<file path="src/logic/eeprom_bus_pkg.sv">
package eeprom_bus_pkg;

    // byte address of the serial part
    localparam int addr_w = 11;
    localparam int data_w = 8;

    // device code width in the control byte
    localparam int dev_w = 4;

    typedef logic [addr_w-1:0] addr_t;
    typedef logic [data_w-1:0] data_t;
    typedef logic [dev_w-1:0]  dev_code_t;

    // control byte {dev_code, addr[10:8], read bit}
    typedef logic [data_w-1:0] ctrl_t;

    localparam dev_code_t dev_code = 4'b1010;

    // power-up contents are addr[7:0] ^ mask
    localparam data_t init_byte_mask = 8'h5A;

endpackage

</file>
<file path="src/logic/eeprom_fsm_pkg.sv">
package eeprom_fsm_pkg;

    // frame sequence of the serial engine
    typedef enum logic [3:0] {
        idle,
        ready,
        write_start,
        ctrl_write,
        addr_write,
        data_write,
        read_start,
        ctrl_read,
        data_read,
        stop,
        ackn
    } main_state_t;

    // one bit slot is a drive edge (scl falls) then a clock edge (scl rises)
    typedef enum logic [1:0] {
        sh_idle,
        sh_drive,
        sh_clock
    } shift_state_t;

    typedef enum logic [1:0] {
        arb_idle,
        serve_a,
        serve_b
    } arb_state_t;

endpackage

</file>
<file path="src/logic/bus_arbiter.sv">
module bus_arbiter (
    input  logic                  CLK,
    input  logic                  RESET,
    input  logic                  req_a,
    input  logic                  req_rd_a,
    input  eeprom_bus_pkg::addr_t req_addr_a,
    input  eeprom_bus_pkg::data_t req_wdata_a,
    input  logic                  req_b,
    input  logic                  req_rd_b,
    input  eeprom_bus_pkg::addr_t req_addr_b,
    input  eeprom_bus_pkg::data_t req_wdata_b,
    output logic                  grant_done_a,
    output logic                  grant_done_b,
    output logic                  eng_wr,
    output logic                  eng_rd,
    output eeprom_bus_pkg::addr_t eng_addr,
    output eeprom_bus_pkg::data_t eng_wdata,
    input  logic                  eng_ack
);

    eeprom_fsm_pkg::arb_state_t state;

    logic last_b;     // b got the bus last
    logic want_a;
    logic want_b;

    // the served slot still shows req during its grant_done cycle
    assign want_a = req_a && !grant_done_a;
    assign want_b = req_b && !grant_done_b;

    always_ff @(posedge CLK)
    begin
        if (RESET)
        begin
            state        <= eeprom_fsm_pkg::arb_idle;
            last_b       <= 1'b0;
            grant_done_a <= 1'b0;
            grant_done_b <= 1'b0;
        end
        else
        begin
            grant_done_a <= 1'b0;
            grant_done_b <= 1'b0;
            case (state)
                eeprom_fsm_pkg::arb_idle:
                    if (want_a && (!want_b || last_b))
                        state <= eeprom_fsm_pkg::serve_a;
                    else if (want_b)
                        state <= eeprom_fsm_pkg::serve_b;
                eeprom_fsm_pkg::serve_a:
                    if (eng_ack)
                    begin
                        grant_done_a <= 1'b1;
                        last_b       <= 1'b0;
                        state        <= eeprom_fsm_pkg::arb_idle;
                    end
                eeprom_fsm_pkg::serve_b:
                    if (eng_ack)
                    begin
                        grant_done_b <= 1'b1;
                        last_b       <= 1'b1;
                        state        <= eeprom_fsm_pkg::arb_idle;
                    end
                default: state <= eeprom_fsm_pkg::arb_idle;
            endcase
        end
    end

    // request levels follow the grant, dropped once back in idle
    always_comb
    begin
        eng_wr    = 1'b0;
        eng_rd    = 1'b0;
        eng_addr  = req_addr_a;
        eng_wdata = req_wdata_a;
        case (state)
            eeprom_fsm_pkg::serve_a:
            begin
                eng_wr = !req_rd_a;
                eng_rd = req_rd_a;
            end
            eeprom_fsm_pkg::serve_b:
            begin
                eng_wr    = !req_rd_b;
                eng_rd    = req_rd_b;
                eng_addr  = req_addr_b;
                eng_wdata = req_wdata_b;
            end
            default: ;
        endcase
    end

endmodule

</file>
<file path="src/logic/eeprom_top.sv">
module eeprom_top (
    input  logic                  CLK,
    input  logic                  RESET,
    input  logic                  a_wr,
    input  logic                  a_rd,
    input  eeprom_bus_pkg::addr_t a_addr,
    input  eeprom_bus_pkg::data_t a_wdata,
    output logic                  a_busy,
    output logic                  a_done,
    output eeprom_bus_pkg::data_t a_rdata,
    input  logic                  b_wr,
    input  logic                  b_rd,
    input  eeprom_bus_pkg::addr_t b_addr,
    input  eeprom_bus_pkg::data_t b_wdata,
    output logic                  b_busy,
    output logic                  b_done,
    output eeprom_bus_pkg::data_t b_rdata,
    output logic                  scl,
    output logic                  sda_out,
    output logic                  sda_oe,
    input  logic                  sda_in
);

    logic                  a_req;
    logic                  a_req_rd;
    eeprom_bus_pkg::addr_t a_req_addr;
    eeprom_bus_pkg::data_t a_req_wdata;
    logic                  a_grant_done;
    logic                  b_req;
    logic                  b_req_rd;
    eeprom_bus_pkg::addr_t b_req_addr;
    eeprom_bus_pkg::data_t b_req_wdata;
    logic                  b_grant_done;
    logic                  eng_wr;
    logic                  eng_rd;
    eeprom_bus_pkg::addr_t eng_addr;
    eeprom_bus_pkg::data_t eng_wdata;
    logic                  eng_ack;
    eeprom_bus_pkg::data_t eng_rdata;    // shared by both slots

    req_slot slot_a (
        .CLK(CLK), .RESET(RESET),
        .wr(a_wr), .rd(a_rd), .addr(a_addr), .wdata(a_wdata),
        .busy(a_busy), .done(a_done), .rdata(a_rdata),
        .req(a_req), .req_rd(a_req_rd), .req_addr(a_req_addr), .req_wdata(a_req_wdata),
        .grant_done(a_grant_done), .bus_rdata(eng_rdata)
    );

    req_slot slot_b (
        .CLK(CLK), .RESET(RESET),
        .wr(b_wr), .rd(b_rd), .addr(b_addr), .wdata(b_wdata),
        .busy(b_busy), .done(b_done), .rdata(b_rdata),
        .req(b_req), .req_rd(b_req_rd), .req_addr(b_req_addr), .req_wdata(b_req_wdata),
        .grant_done(b_grant_done), .bus_rdata(eng_rdata)
    );

    bus_arbiter arbiter (
        .CLK(CLK), .RESET(RESET),
        .req_a(a_req), .req_rd_a(a_req_rd), .req_addr_a(a_req_addr), .req_wdata_a(a_req_wdata),
        .req_b(b_req), .req_rd_b(b_req_rd), .req_addr_b(b_req_addr), .req_wdata_b(b_req_wdata),
        .grant_done_a(a_grant_done), .grant_done_b(b_grant_done),
        .eng_wr(eng_wr), .eng_rd(eng_rd), .eng_addr(eng_addr), .eng_wdata(eng_wdata),
        .eng_ack(eng_ack)
    );

    eeprom_wr engine (
        .CLK(CLK), .RESET(RESET),
        .wr(eng_wr), .rd(eng_rd), .addr(eng_addr), .wdata(eng_wdata),
        .ack(eng_ack), .rdata(eng_rdata),
        .scl(scl), .sda_out(sda_out), .sda_oe(sda_oe), .sda_in(sda_in)
    );

endmodule

</file>
<file path="src/logic/eeprom_wr.sv">
module eeprom_wr (
    input  logic                  CLK,
    input  logic                  RESET,
    input  logic                  wr,
    input  logic                  rd,
    input  eeprom_bus_pkg::addr_t addr,
    input  eeprom_bus_pkg::data_t wdata,
    output logic                  ack,
    output eeprom_bus_pkg::data_t rdata,
    output logic                  scl,
    output logic                  sda_out,
    output logic                  sda_oe,
    input  logic                  sda_in
);

    eeprom_fsm_pkg::main_state_t  main_state;
    eeprom_fsm_pkg::shift_state_t shift_state;

    eeprom_bus_pkg::data_t shreg;     // byte going out, msb first
    eeprom_bus_pkg::data_t next_byte;
    logic [2:0]            bit_cnt;
    logic                  wf;
    logic                  rf;
    logic                  phase_done;
    logic                  is_start;
    logic                  is_stop;
    logic                  is_byte_in;

    function automatic eeprom_bus_pkg::ctrl_t ctrl_byte(
        input eeprom_bus_pkg::addr_t a,
        input logic                  read_bit
    );
        return {eeprom_bus_pkg::dev_code, a[eeprom_bus_pkg::addr_w-1:8], read_bit};
    endfunction

    assign is_start   = (main_state == eeprom_fsm_pkg::write_start) ||
                        (main_state == eeprom_fsm_pkg::read_start);
    assign is_stop    = (main_state == eeprom_fsm_pkg::stop);
    assign is_byte_in = (main_state == eeprom_fsm_pkg::data_read);

    // last clock edge of the current sub-sequence
    assign phase_done = (shift_state == eeprom_fsm_pkg::sh_clock) && (bit_cnt == 3'd0);

    // byte for the phase that follows the current one
    always_comb
    begin
        case (main_state)
            eeprom_fsm_pkg::write_start: next_byte = ctrl_byte(addr, 1'b0);
            eeprom_fsm_pkg::ctrl_write:  next_byte = addr[7:0];
            eeprom_fsm_pkg::read_start:  next_byte = ctrl_byte(addr, 1'b1);
            default:                     next_byte = wdata;
        endcase
    end

    // half rate serial clock, parked low in idle
    always_ff @(posedge CLK)
    begin
        if (RESET || main_state == eeprom_fsm_pkg::idle)
            scl <= 1'b0;
        else
            scl <= ~scl;
    end

    always_ff @(posedge CLK)
    begin
        if (RESET)
        begin
            main_state  <= eeprom_fsm_pkg::idle;
            shift_state <= eeprom_fsm_pkg::sh_idle;
            bit_cnt     <= 3'd0;
            wf          <= 1'b0;
            rf          <= 1'b0;
            ack         <= 1'b0;
            sda_out     <= 1'b1;
            sda_oe      <= 1'b0;
        end
        else
        begin
            // bit slot walker shared by start, byte out, byte in and stop
            case (shift_state)
                eeprom_fsm_pkg::sh_drive:
                begin
                    sda_oe <= !is_byte_in;    // release for read data
                    if (is_start)
                        sda_out <= 1'b1;
                    else if (is_stop)
                        sda_out <= 1'b0;
                    else if (!is_byte_in)
                        sda_out <= shreg[7];
                    shift_state <= eeprom_fsm_pkg::sh_clock;
                end
                eeprom_fsm_pkg::sh_clock:
                begin
                    if (is_start)
                        sda_out <= 1'b0;      // falls as scl rises
                    else if (is_stop)
                        sda_out <= 1'b1;      // rises as scl rises
                    bit_cnt     <= bit_cnt - 3'd1;
                    shift_state <= eeprom_fsm_pkg::sh_drive;
                end
                default: ;
            endcase

            // frame sequence, later assignments override the walker
            case (main_state)
                eeprom_fsm_pkg::idle:
                    if (wr || rd)
                    begin
                        wf         <= wr;
                        rf         <= rd && !wr;   // wr wins
                        sda_oe     <= 1'b1;
                        sda_out    <= 1'b1;
                        main_state <= eeprom_fsm_pkg::ready;
                    end
                eeprom_fsm_pkg::ready:
                begin
                    shift_state <= eeprom_fsm_pkg::sh_drive;
                    bit_cnt     <= 3'd0;
                    main_state  <= eeprom_fsm_pkg::write_start;
                end
                eeprom_fsm_pkg::write_start:
                    if (phase_done)
                    begin
                        bit_cnt    <= 3'd7;
                        main_state <= eeprom_fsm_pkg::ctrl_write;
                    end
                eeprom_fsm_pkg::ctrl_write:
                    if (phase_done)
                    begin
                        bit_cnt    <= 3'd7;
                        main_state <= eeprom_fsm_pkg::addr_write;
                    end
                eeprom_fsm_pkg::addr_write:
                    if (phase_done)
                    begin
                        if (wf)
                        begin
                            bit_cnt    <= 3'd7;
                            main_state <= eeprom_fsm_pkg::data_write;
                        end
                        else
                        begin
                            bit_cnt    <= 3'd0;    // repeated start
                            main_state <= eeprom_fsm_pkg::read_start;
                        end
                    end
                eeprom_fsm_pkg::data_write:
                    if (phase_done)
                    begin
                        bit_cnt    <= 3'd0;
                        main_state <= eeprom_fsm_pkg::stop;
                    end
                eeprom_fsm_pkg::read_start:
                    if (phase_done)
                    begin
                        bit_cnt    <= 3'd7;
                        main_state <= eeprom_fsm_pkg::ctrl_read;
                    end
                eeprom_fsm_pkg::ctrl_read:
                    if (phase_done)
                    begin
                        bit_cnt    <= 3'd7;
                        main_state <= eeprom_fsm_pkg::data_read;
                    end
                eeprom_fsm_pkg::data_read:
                    if (phase_done)
                    begin
                        bit_cnt    <= 3'd0;
                        main_state <= eeprom_fsm_pkg::stop;
                    end
                eeprom_fsm_pkg::stop:
                    if (phase_done)
                    begin
                        shift_state <= eeprom_fsm_pkg::sh_idle;
                        ack         <= 1'b1;
                        main_state  <= eeprom_fsm_pkg::ackn;
                    end
                eeprom_fsm_pkg::ackn:
                begin
                    ack        <= 1'b0;
                    wf         <= 1'b0;
                    rf         <= 1'b0;
                    sda_oe     <= 1'b0;
                    main_state <= eeprom_fsm_pkg::idle;
                end
                default: main_state <= eeprom_fsm_pkg::idle;
            endcase
        end
    end

    always_ff @(posedge CLK)
    begin
        if (phase_done)
            shreg <= next_byte;
        else if (shift_state == eeprom_fsm_pkg::sh_drive && !is_byte_in)
            shreg <= {shreg[6:0], 1'b0};

        // sampled at the end of each scl high cycle, bit 0 lands on the stop's drive edge
        if (rf && (is_byte_in || is_stop) && shift_state == eeprom_fsm_pkg::sh_drive)
            rdata <= {rdata[6:0], sda_in};
    end

endmodule

</file>
<file path="src/logic/req_slot.sv">
module req_slot (
    input  logic                  CLK,
    input  logic                  RESET,
    input  logic                  wr,
    input  logic                  rd,
    input  eeprom_bus_pkg::addr_t addr,
    input  eeprom_bus_pkg::data_t wdata,
    output logic                  busy,
    output logic                  done,
    output eeprom_bus_pkg::data_t rdata,
    output logic                  req,
    output logic                  req_rd,
    output eeprom_bus_pkg::addr_t req_addr,
    output eeprom_bus_pkg::data_t req_wdata,
    input  logic                  grant_done,
    input  eeprom_bus_pkg::data_t bus_rdata
);

    logic accept;

    assign accept = (wr || rd) && !busy;  // strobes while busy are dropped
    assign req    = busy;                 // pending until done

    always_ff @(posedge CLK)
    begin
        if (RESET)
        begin
            busy <= 1'b0;
            done <= 1'b0;
        end
        else
        begin
            done <= grant_done;
            if (grant_done)
                busy <= 1'b0;
            else if (accept)
                busy <= 1'b1;
        end
    end

    always_ff @(posedge CLK)
    begin
        if (accept)
        begin
            req_rd    <= !wr;     // wr wins over rd
            req_addr  <= addr;
            req_wdata <= wdata;
        end
        if (grant_done)
            rdata <= bus_rdata;
    end

endmodule

</file>
<file path="config.mk">
export PLATFORM = sky130hd
export DESIGN_NAME = eeprom_top
export DESIGN_NICKNAME = d
export VERILOG_FILES = /design/src/logic/eeprom_bus_pkg.sv /design/src/logic/eeprom_fsm_pkg.sv /design/src/logic/bus_arbiter.sv /design/src/logic/eeprom_top.sv /design/src/logic/eeprom_wr.sv /design/src/logic/req_slot.sv
export SDC_FILE = /design/constraint.sdc
export NUM_CORES = 1
export LEC_CHECK = 0
export ABC_CLOCK_PERIOD_IN_PS = 2500
export BUFFER_PORTS_ARGS = -buffer_cell sky130_fd_sc_hd__buf_2
export CAP_MARGIN = 20
export CORE_ASPECT_RATIO = 1.1
export CORE_UTILIZATION = 45
export DETAILED_ROUTE_END_ITERATION = 16
export PLACE_DENSITY = 0.67
export REMOVE_ABC_BUFFERS = 1
export SYNTH_ARGS = -nofsm -noshare
export SYNTH_HDL_FRONTEND = slang
export SYNTH_SLANG_ARGS = --single-unit
</file>
<file path="constraint.sdc">
create_clock -name CLK -period 2.5 [get_ports CLK]
set_clock_uncertainty 0.2 [all_clocks]
set_input_delay 0.25 -clock CLK [delete_from_list [all_inputs] [get_ports CLK]]
set_output_delay 0.25 -clock CLK [all_outputs]
set_load 0.02 [all_outputs]
</file>
After elaboration in Yosys (flattened, before gate mapping) --
Cells that the tools add are included.
Operators by class: multipliers 0, eq/ne operators 26, add/subtract/negate cells 1, bitwise logic cells 3, muxes and demuxes 51, shift operators 0, divide/modulo/power cells 0, magnitude comparators 0, reduce and logical (&&, ||, !) cells 47
Operators with widths (count):
- case mux 4 bit (9 select lines) | 1
- two-way mux 4 bit | 8
- two-way mux 8 bit | 3
- case mux 8 bit (3 select lines) | 1
- inequality test 2 x 1 -> 1 bit (second input constant) | 10
- equality test 4 x 3 -> 1 bit (second input constant) | 4
- case mux 1 bit (2 select lines) | 8
- two-way mux 1 bit | 15
- two-way mux 3 bit | 5
- equality test 4 bit (second input constant) | 3
- case mux 2 bit (2 select lines) | 3
- case mux 3 bit (4 select lines) | 1
- OR reduction 2 bit | 6
- zero test 1 bit | 11
- two-way mux 11 bit | 1
- logical AND 1 bit | 10
- two-way mux 2 bit | 5
- equality test 4 x 2 -> 1 bit (second input constant) | 2
- AND reduction 8 bit | 1
- nonzero test 2 bit | 4
- logical OR 1 bit | 7
- AND reduction 2 bit | 3
- equality test 2 x 1 -> 1 bit (second input constant) | 2
- equality test 2 bit (second input constant) | 2
- 10 further kinds | 12
Word-level totals: memories kept 0, memory bits (read-only) 0, bits of input ports 45, register bits 96, output and inout bits 23, bits in latches 0, bits in writable memories 0, logic and storage cells 155

Depth between registers and ports, before layout --
word-level depth 7, depth in mapped cells 8, gate-level depth less buffers 6

Hierarchy --
A second synthesis with hierarchy kept.
Second synthesis, totals: cells, all modules 303, area total of the unflattened synthesis 4098.9 um^2
Modules (own cells, without submodules):
- req_slot | area an instance 925.9 um^2, seq. area each 880.8 um^2, instances 2, cells each 37
- eeprom_wr | area an instance 1701.6 um^2, seq. area each 780.7 um^2, instances 1, cells each 177
- bus_arbiter | area an instance 545.5 um^2, seq. area each 100.1 um^2, instances 1, cells each 52

Worst setup path before layout --
Ideal clock, no wire load.
path kind register to register, start reg engine.shift_state[0], end reg engine.main_state[1], path slack 378 ps, data required time 2179 ps, stages on the path, launching flop included 9, library setup time 121 ps, arrival time 1800 ps, clock period less this slack 2122 ps, path buffers 2, cell sequence dfxtp_1 -> inv_1 -> ha_1 -> buf_6 -> and3b_1 -> buf_6 -> or3_4 -> and3_4 -> mux2_4
Between the ends: cells in the longest elaborated chain, start to end 4, elaborated cells between the ends (all ways) 10, classes of those cells eq/ne (8); reduce/logical (2)
Ends and longest elaborated chain:
- start, declared | line eeprom_wr.sv:17 | eeprom_fsm_pkg::shift_state_t shift_state;
- start signal, assigned | line eeprom_wr.sv:69 | shift_state <= eeprom_fsm_pkg::sh_idle;
- start signal, assigned | line eeprom_wr.sv:90 | shift_state <= eeprom_fsm_pkg::sh_clock;
- start signal, assigned | line eeprom_wr.sv:99 | shift_state <= eeprom_fsm_pkg::sh_drive;
- equality test 2 bit (*) | line eeprom_wr.sv:42 | assign phase_done = (shift_state == eeprom_fsm_pkg::sh_clock) && (bit_cnt == 3'd0);
- logical AND 1 bit (*) | line eeprom_wr.sv:42
- inequality test 2 x 1 -> 1 bit (no source line)
- AND reduction 8 bit (no source line) (*)
- end signal, assigned | line eeprom_wr.sv:68 | main_state <= eeprom_fsm_pkg::idle;
- end signal, assigned | line eeprom_wr.sv:113 | main_state <= eeprom_fsm_pkg::ready;
- end signal, assigned | line eeprom_wr.sv:119 | main_state <= eeprom_fsm_pkg::write_start;
- end, declared | line eeprom_wr.sv:16 | eeprom_fsm_pkg::main_state_t main_state;
Mark *: on every way between the ends. The rest lies on a longest branch, timed or not. A chain may end at the register's enable or synchronous reset.

Worst setup path in the final report --
start reg arbiter.state[0], end reg engine.shreg[1] (data pin)
Between the ends: cells in the longest elaborated chain, start to end 4, elaborated cells between the ends (all ways) 5, classes of those cells eq/ne (1); mux (4)
Ends and longest elaborated chain:
- start, declared | line bus_arbiter.sv:21 | eeprom_fsm_pkg::arb_state_t state;
- start signal, assigned | line bus_arbiter.sv:35 | state <= eeprom_fsm_pkg::arb_idle;
- start signal, assigned | line bus_arbiter.sv:47 | state <= eeprom_fsm_pkg::serve_a;
- start signal, assigned | line bus_arbiter.sv:49 | state <= eeprom_fsm_pkg::serve_b;
- equality test 2 bit (*) | line bus_arbiter.sv:76 | case (state)
- two-way mux 8 bit / two-way mux 11 bit (equally long branches) | line bus_arbiter.sv:76
- case mux 8 bit (3 select lines) (*) | line eeprom_wr.sv:47 | case (main_state)
- two-way mux 8 bit (*) | line eeprom_wr.sv:193 | if (phase_done)
- end signal, assigned | line eeprom_wr.sv:194 | shreg <= next_byte;
- end signal, assigned | line eeprom_wr.sv:196 | shreg <= {shreg[6:0], 1'b0};
- end, declared | line eeprom_wr.sv:19 | eeprom_bus_pkg::data_t shreg;
Marked as above.

==> results.yml <==
worst_setup_path:
  start_kind: "flip-flop"
  rr_startpoint: "arbiter.state[0]$_SDFFE_PP0P_"
  rrSetupSlack_ps: 370
  path_max_fanout: 6
  crit_type: "flip-flop to flip-flop"
  r2r-end: "engine.shreg[1]$_DFFE_PP_"
  arrival_ps: 2050
  required_ps: 2420
  reg2reg_depth: 5
  crit_path_end_kind: "flip-flop"
placement:
  hpwl_um: 4844
  gp_congestion: 0.7943
  numPortBuffers: 67
  dp.cells: 459
  dp_slack_ps: 385.3
worst_hold_path:
  holdCritStartpoint: "RESET"
  whs_endpoint: "slot_a.done$_SDFF_PP0_"
  holdCritPathClass: "input port to flip-flop"
  hold_depth: 2
clock_network:
  ctsResizeCount: 0
  cts_setup_buffers: 0
  clk_path_buf_depth: 2
  cts_tree: "yes"
  htree_levels: 3
  clk_latency_ps: 370
  clock_sinks: 96
  ctsRootBufferMaster: "clkbuf_8"
  path_clk_slew_ps: 110
  numCtsBuffers: 9
timing:
  max_slew.worst_pin.slew_ps: 665.6
  fin_tns_setup_ps: 0
  drv_slew: 0
  setup_viol: 0
  fmax_mhz: 469.4
  setup_ws_ps: 369.4
  hold_viol_final: 0
  grt_setup_unrepaired: "no"
  post-route-min-period_ps: 2131
  period_share_pct: 85.22
  relSlewSlack_pct: 55.57
  whs_ps: 93.35
logic_synthesis:
  synth_most_common_cell: "edfxtp_1"
  postSynthCellCount: 285
  ys_warn_count: 0
  synth_area_per_cell_um2: 13.75
  ys_seq_area_share_pct: 67.45
  ys_types: 51
  yosys.area.top_type: "edfxtp_1"
  netlist_top_cells_area: "edfxtp_1, dfxtp_1, mux4_2"
  yosys_most_used_dff: "edfxtp_1"
  synth.top_cell.area_share_pct: 55.19
  synthArstFlopShare_pct: 0
  synth_edf_count: 72
  synth_commonest_cells: "edfxtp_1, dfxtp_1, a21oi_1, nor2_1"
  syn_area_um2: 3918
  synth-seq-cells: 96
detailed_routing:
  firstDrtPassIters: 4
  drc: 0
  ant_nets: 0
  wirelength_um: 7474
  vias_per_cell: 5.012
  vias: 2596
  dr.first_iter.drc_count: 126
  wl_per_cell_um: 14.43
floorplanning:
  core_area_um2: 8408
  die_w_um: 90.96
  fp-row-count: 35
  fp.dieH_um: 99.86
  start_util_pct: 46.59
  die_area_um2: 9083
  io_pins: 68
pwr:
  power.density_nw_per_um2: 669.3
  p_leak_nw: 1.910
  ir_drop_uv: 384.8
run_status:
  status: "finished clean"
grt:
  grt_max_degree: 23
  grt_pass1_vias: 2688
  grt_use_total_pct: 17.66
  antenna_found_initial: 0
  grt_overflow: 0
  grt_first_pass_wirelength_um: 12330
cells_and_area:
  layout-drive-gt1-share_pct: 28.01
  fin_cells: 518
  final_nets: 454
  areaGrowthSynthToFinish_pct: 28.30
  fill_cells: 691
  antennaDiodeCount: 0
job:
  cap_violations: 0
routing by layer:
| layer | vias up | part of all wire (%) | global-route usage, % |
|---|---|---|---|
| li1 | 1293 | - | - |
| met1 | 1221 | 42 | 20.33 |
| met2 | 64 | 52 | 31.93 |
| met3 | 18 | 3.9 | 4.318 |
| met4 | 0 | 2.1 | 6.716 |
| met5 | - | 0 | 0 |
cells in the final DEF (no fill, tap or decap), drive strengths merged, types with 9 or more instances in the layout:
cell,n
inv,17
edfxtp,72
nor2,17
clkbuf,9
nand2,14
nor2b,14
o21ai,14
dlygate4sd3,43
dfxtp,24
a21oi,19
nor3,12
buf,77
final cells by class:
class                   count  area [um2]  share of cell area, %
flip-flops and latches     96        2643                  52.58
multi-input cells         161        1132                  22.53
repair buffers            120       840.8                  16.73
well taps                 111       138.9                  2.763
clock buffers               9       123.9                  2.465
clock inverters             7       95.09                  1.892
inverters                  14       52.55                  1.046
cell families after synthesis:
group,count (synthesis),synth area share [%]
AOI/OAI and AO/OA,49,7.506
xor gates and xnor gates,2,0.4472
adders and majority gates,7,2.236
muxes,17,6.228
and+or+nand+nor,86,12.36
buffers and inverters,28,3.769
DFF,96,67.45
critical path: stages (launching register included):
cell and delay, ps:
dfxtp_1 340, inv_1 80, ha_1 210, inv_1 200, mux4_2 520, a221o_1 320
through the flow:
step,area (um2),utilization [%],power [W]
floorplan,3822,-,0.002125
global placement,4377,52.05,0.002248
detailed placement,4377,52.05,0.002261
CTS,5026,59.78,0.003375
global route,5026,59.78,0.003489
finish,5026,59.78,0.003364
timing repair:
action,4_1_cts,5_1_grt
endpoints found under the hold margin,43,0
hold buffers,43,0
setup endpoints to repair,0,0
sequential cells by signal, indices dropped and copies added (netlist names), 8 cells and up:
name / cells
engine.shreg: 8
slot_a.req_wdata: 8
slot_b.req_addr: 11
engine.rdata: 8
slot_b.req_wdata: 8
slot_a.req_addr: 11
slot_a.rdata: 8
slot_b.rdata: 8
power breakdown:
| part | internal, W | total, W | switching [W] | leakage [nW] |
|---|---|---|---|---|
| Sequential | 0.00180 | 0.00184 | 0.0000392 | 0.870 |
| Clock | 0.000492 | 0.00108 | 0.000591 | 0.111 |
| Combinational | 0.000226 | 0.000443 | 0.000217 | 0.929 |
| Total | 0.00252 | 0.00336 | 0.000847 | 1.91 |
worst max path at each step:
stage	slack, ps	from	cells past startpoint	end
after CTS	360	arbiter.state[0]$_SDFFE_PP0P_	5	engine.shreg[1]$_DFFE_PP_
after global placement	410	arbiter.state[0]$_SDFFE_PP0P_	5	engine.shreg[2]$_DFFE_PP_
after global routing	250	arbiter.state[0]$_SDFFE_PP0P_	5	engine.shreg[1]$_DFFE_PP_
after detailed placement	390	arbiter.state[0]$_SDFFE_PP0P_	5	engine.shreg[1]$_DFFE_PP_
after floorplan	-90	engine.main_state[0]$_SDFFE_PP0P_	3	engine.shreg[5]$_DFFE_PP_
final	370	arbiter.state[0]$_SDFFE_PP0P_	5	engine.shreg[1]$_DFFE_PP_
Note: power is estimated with default switching activity, not from simulation.
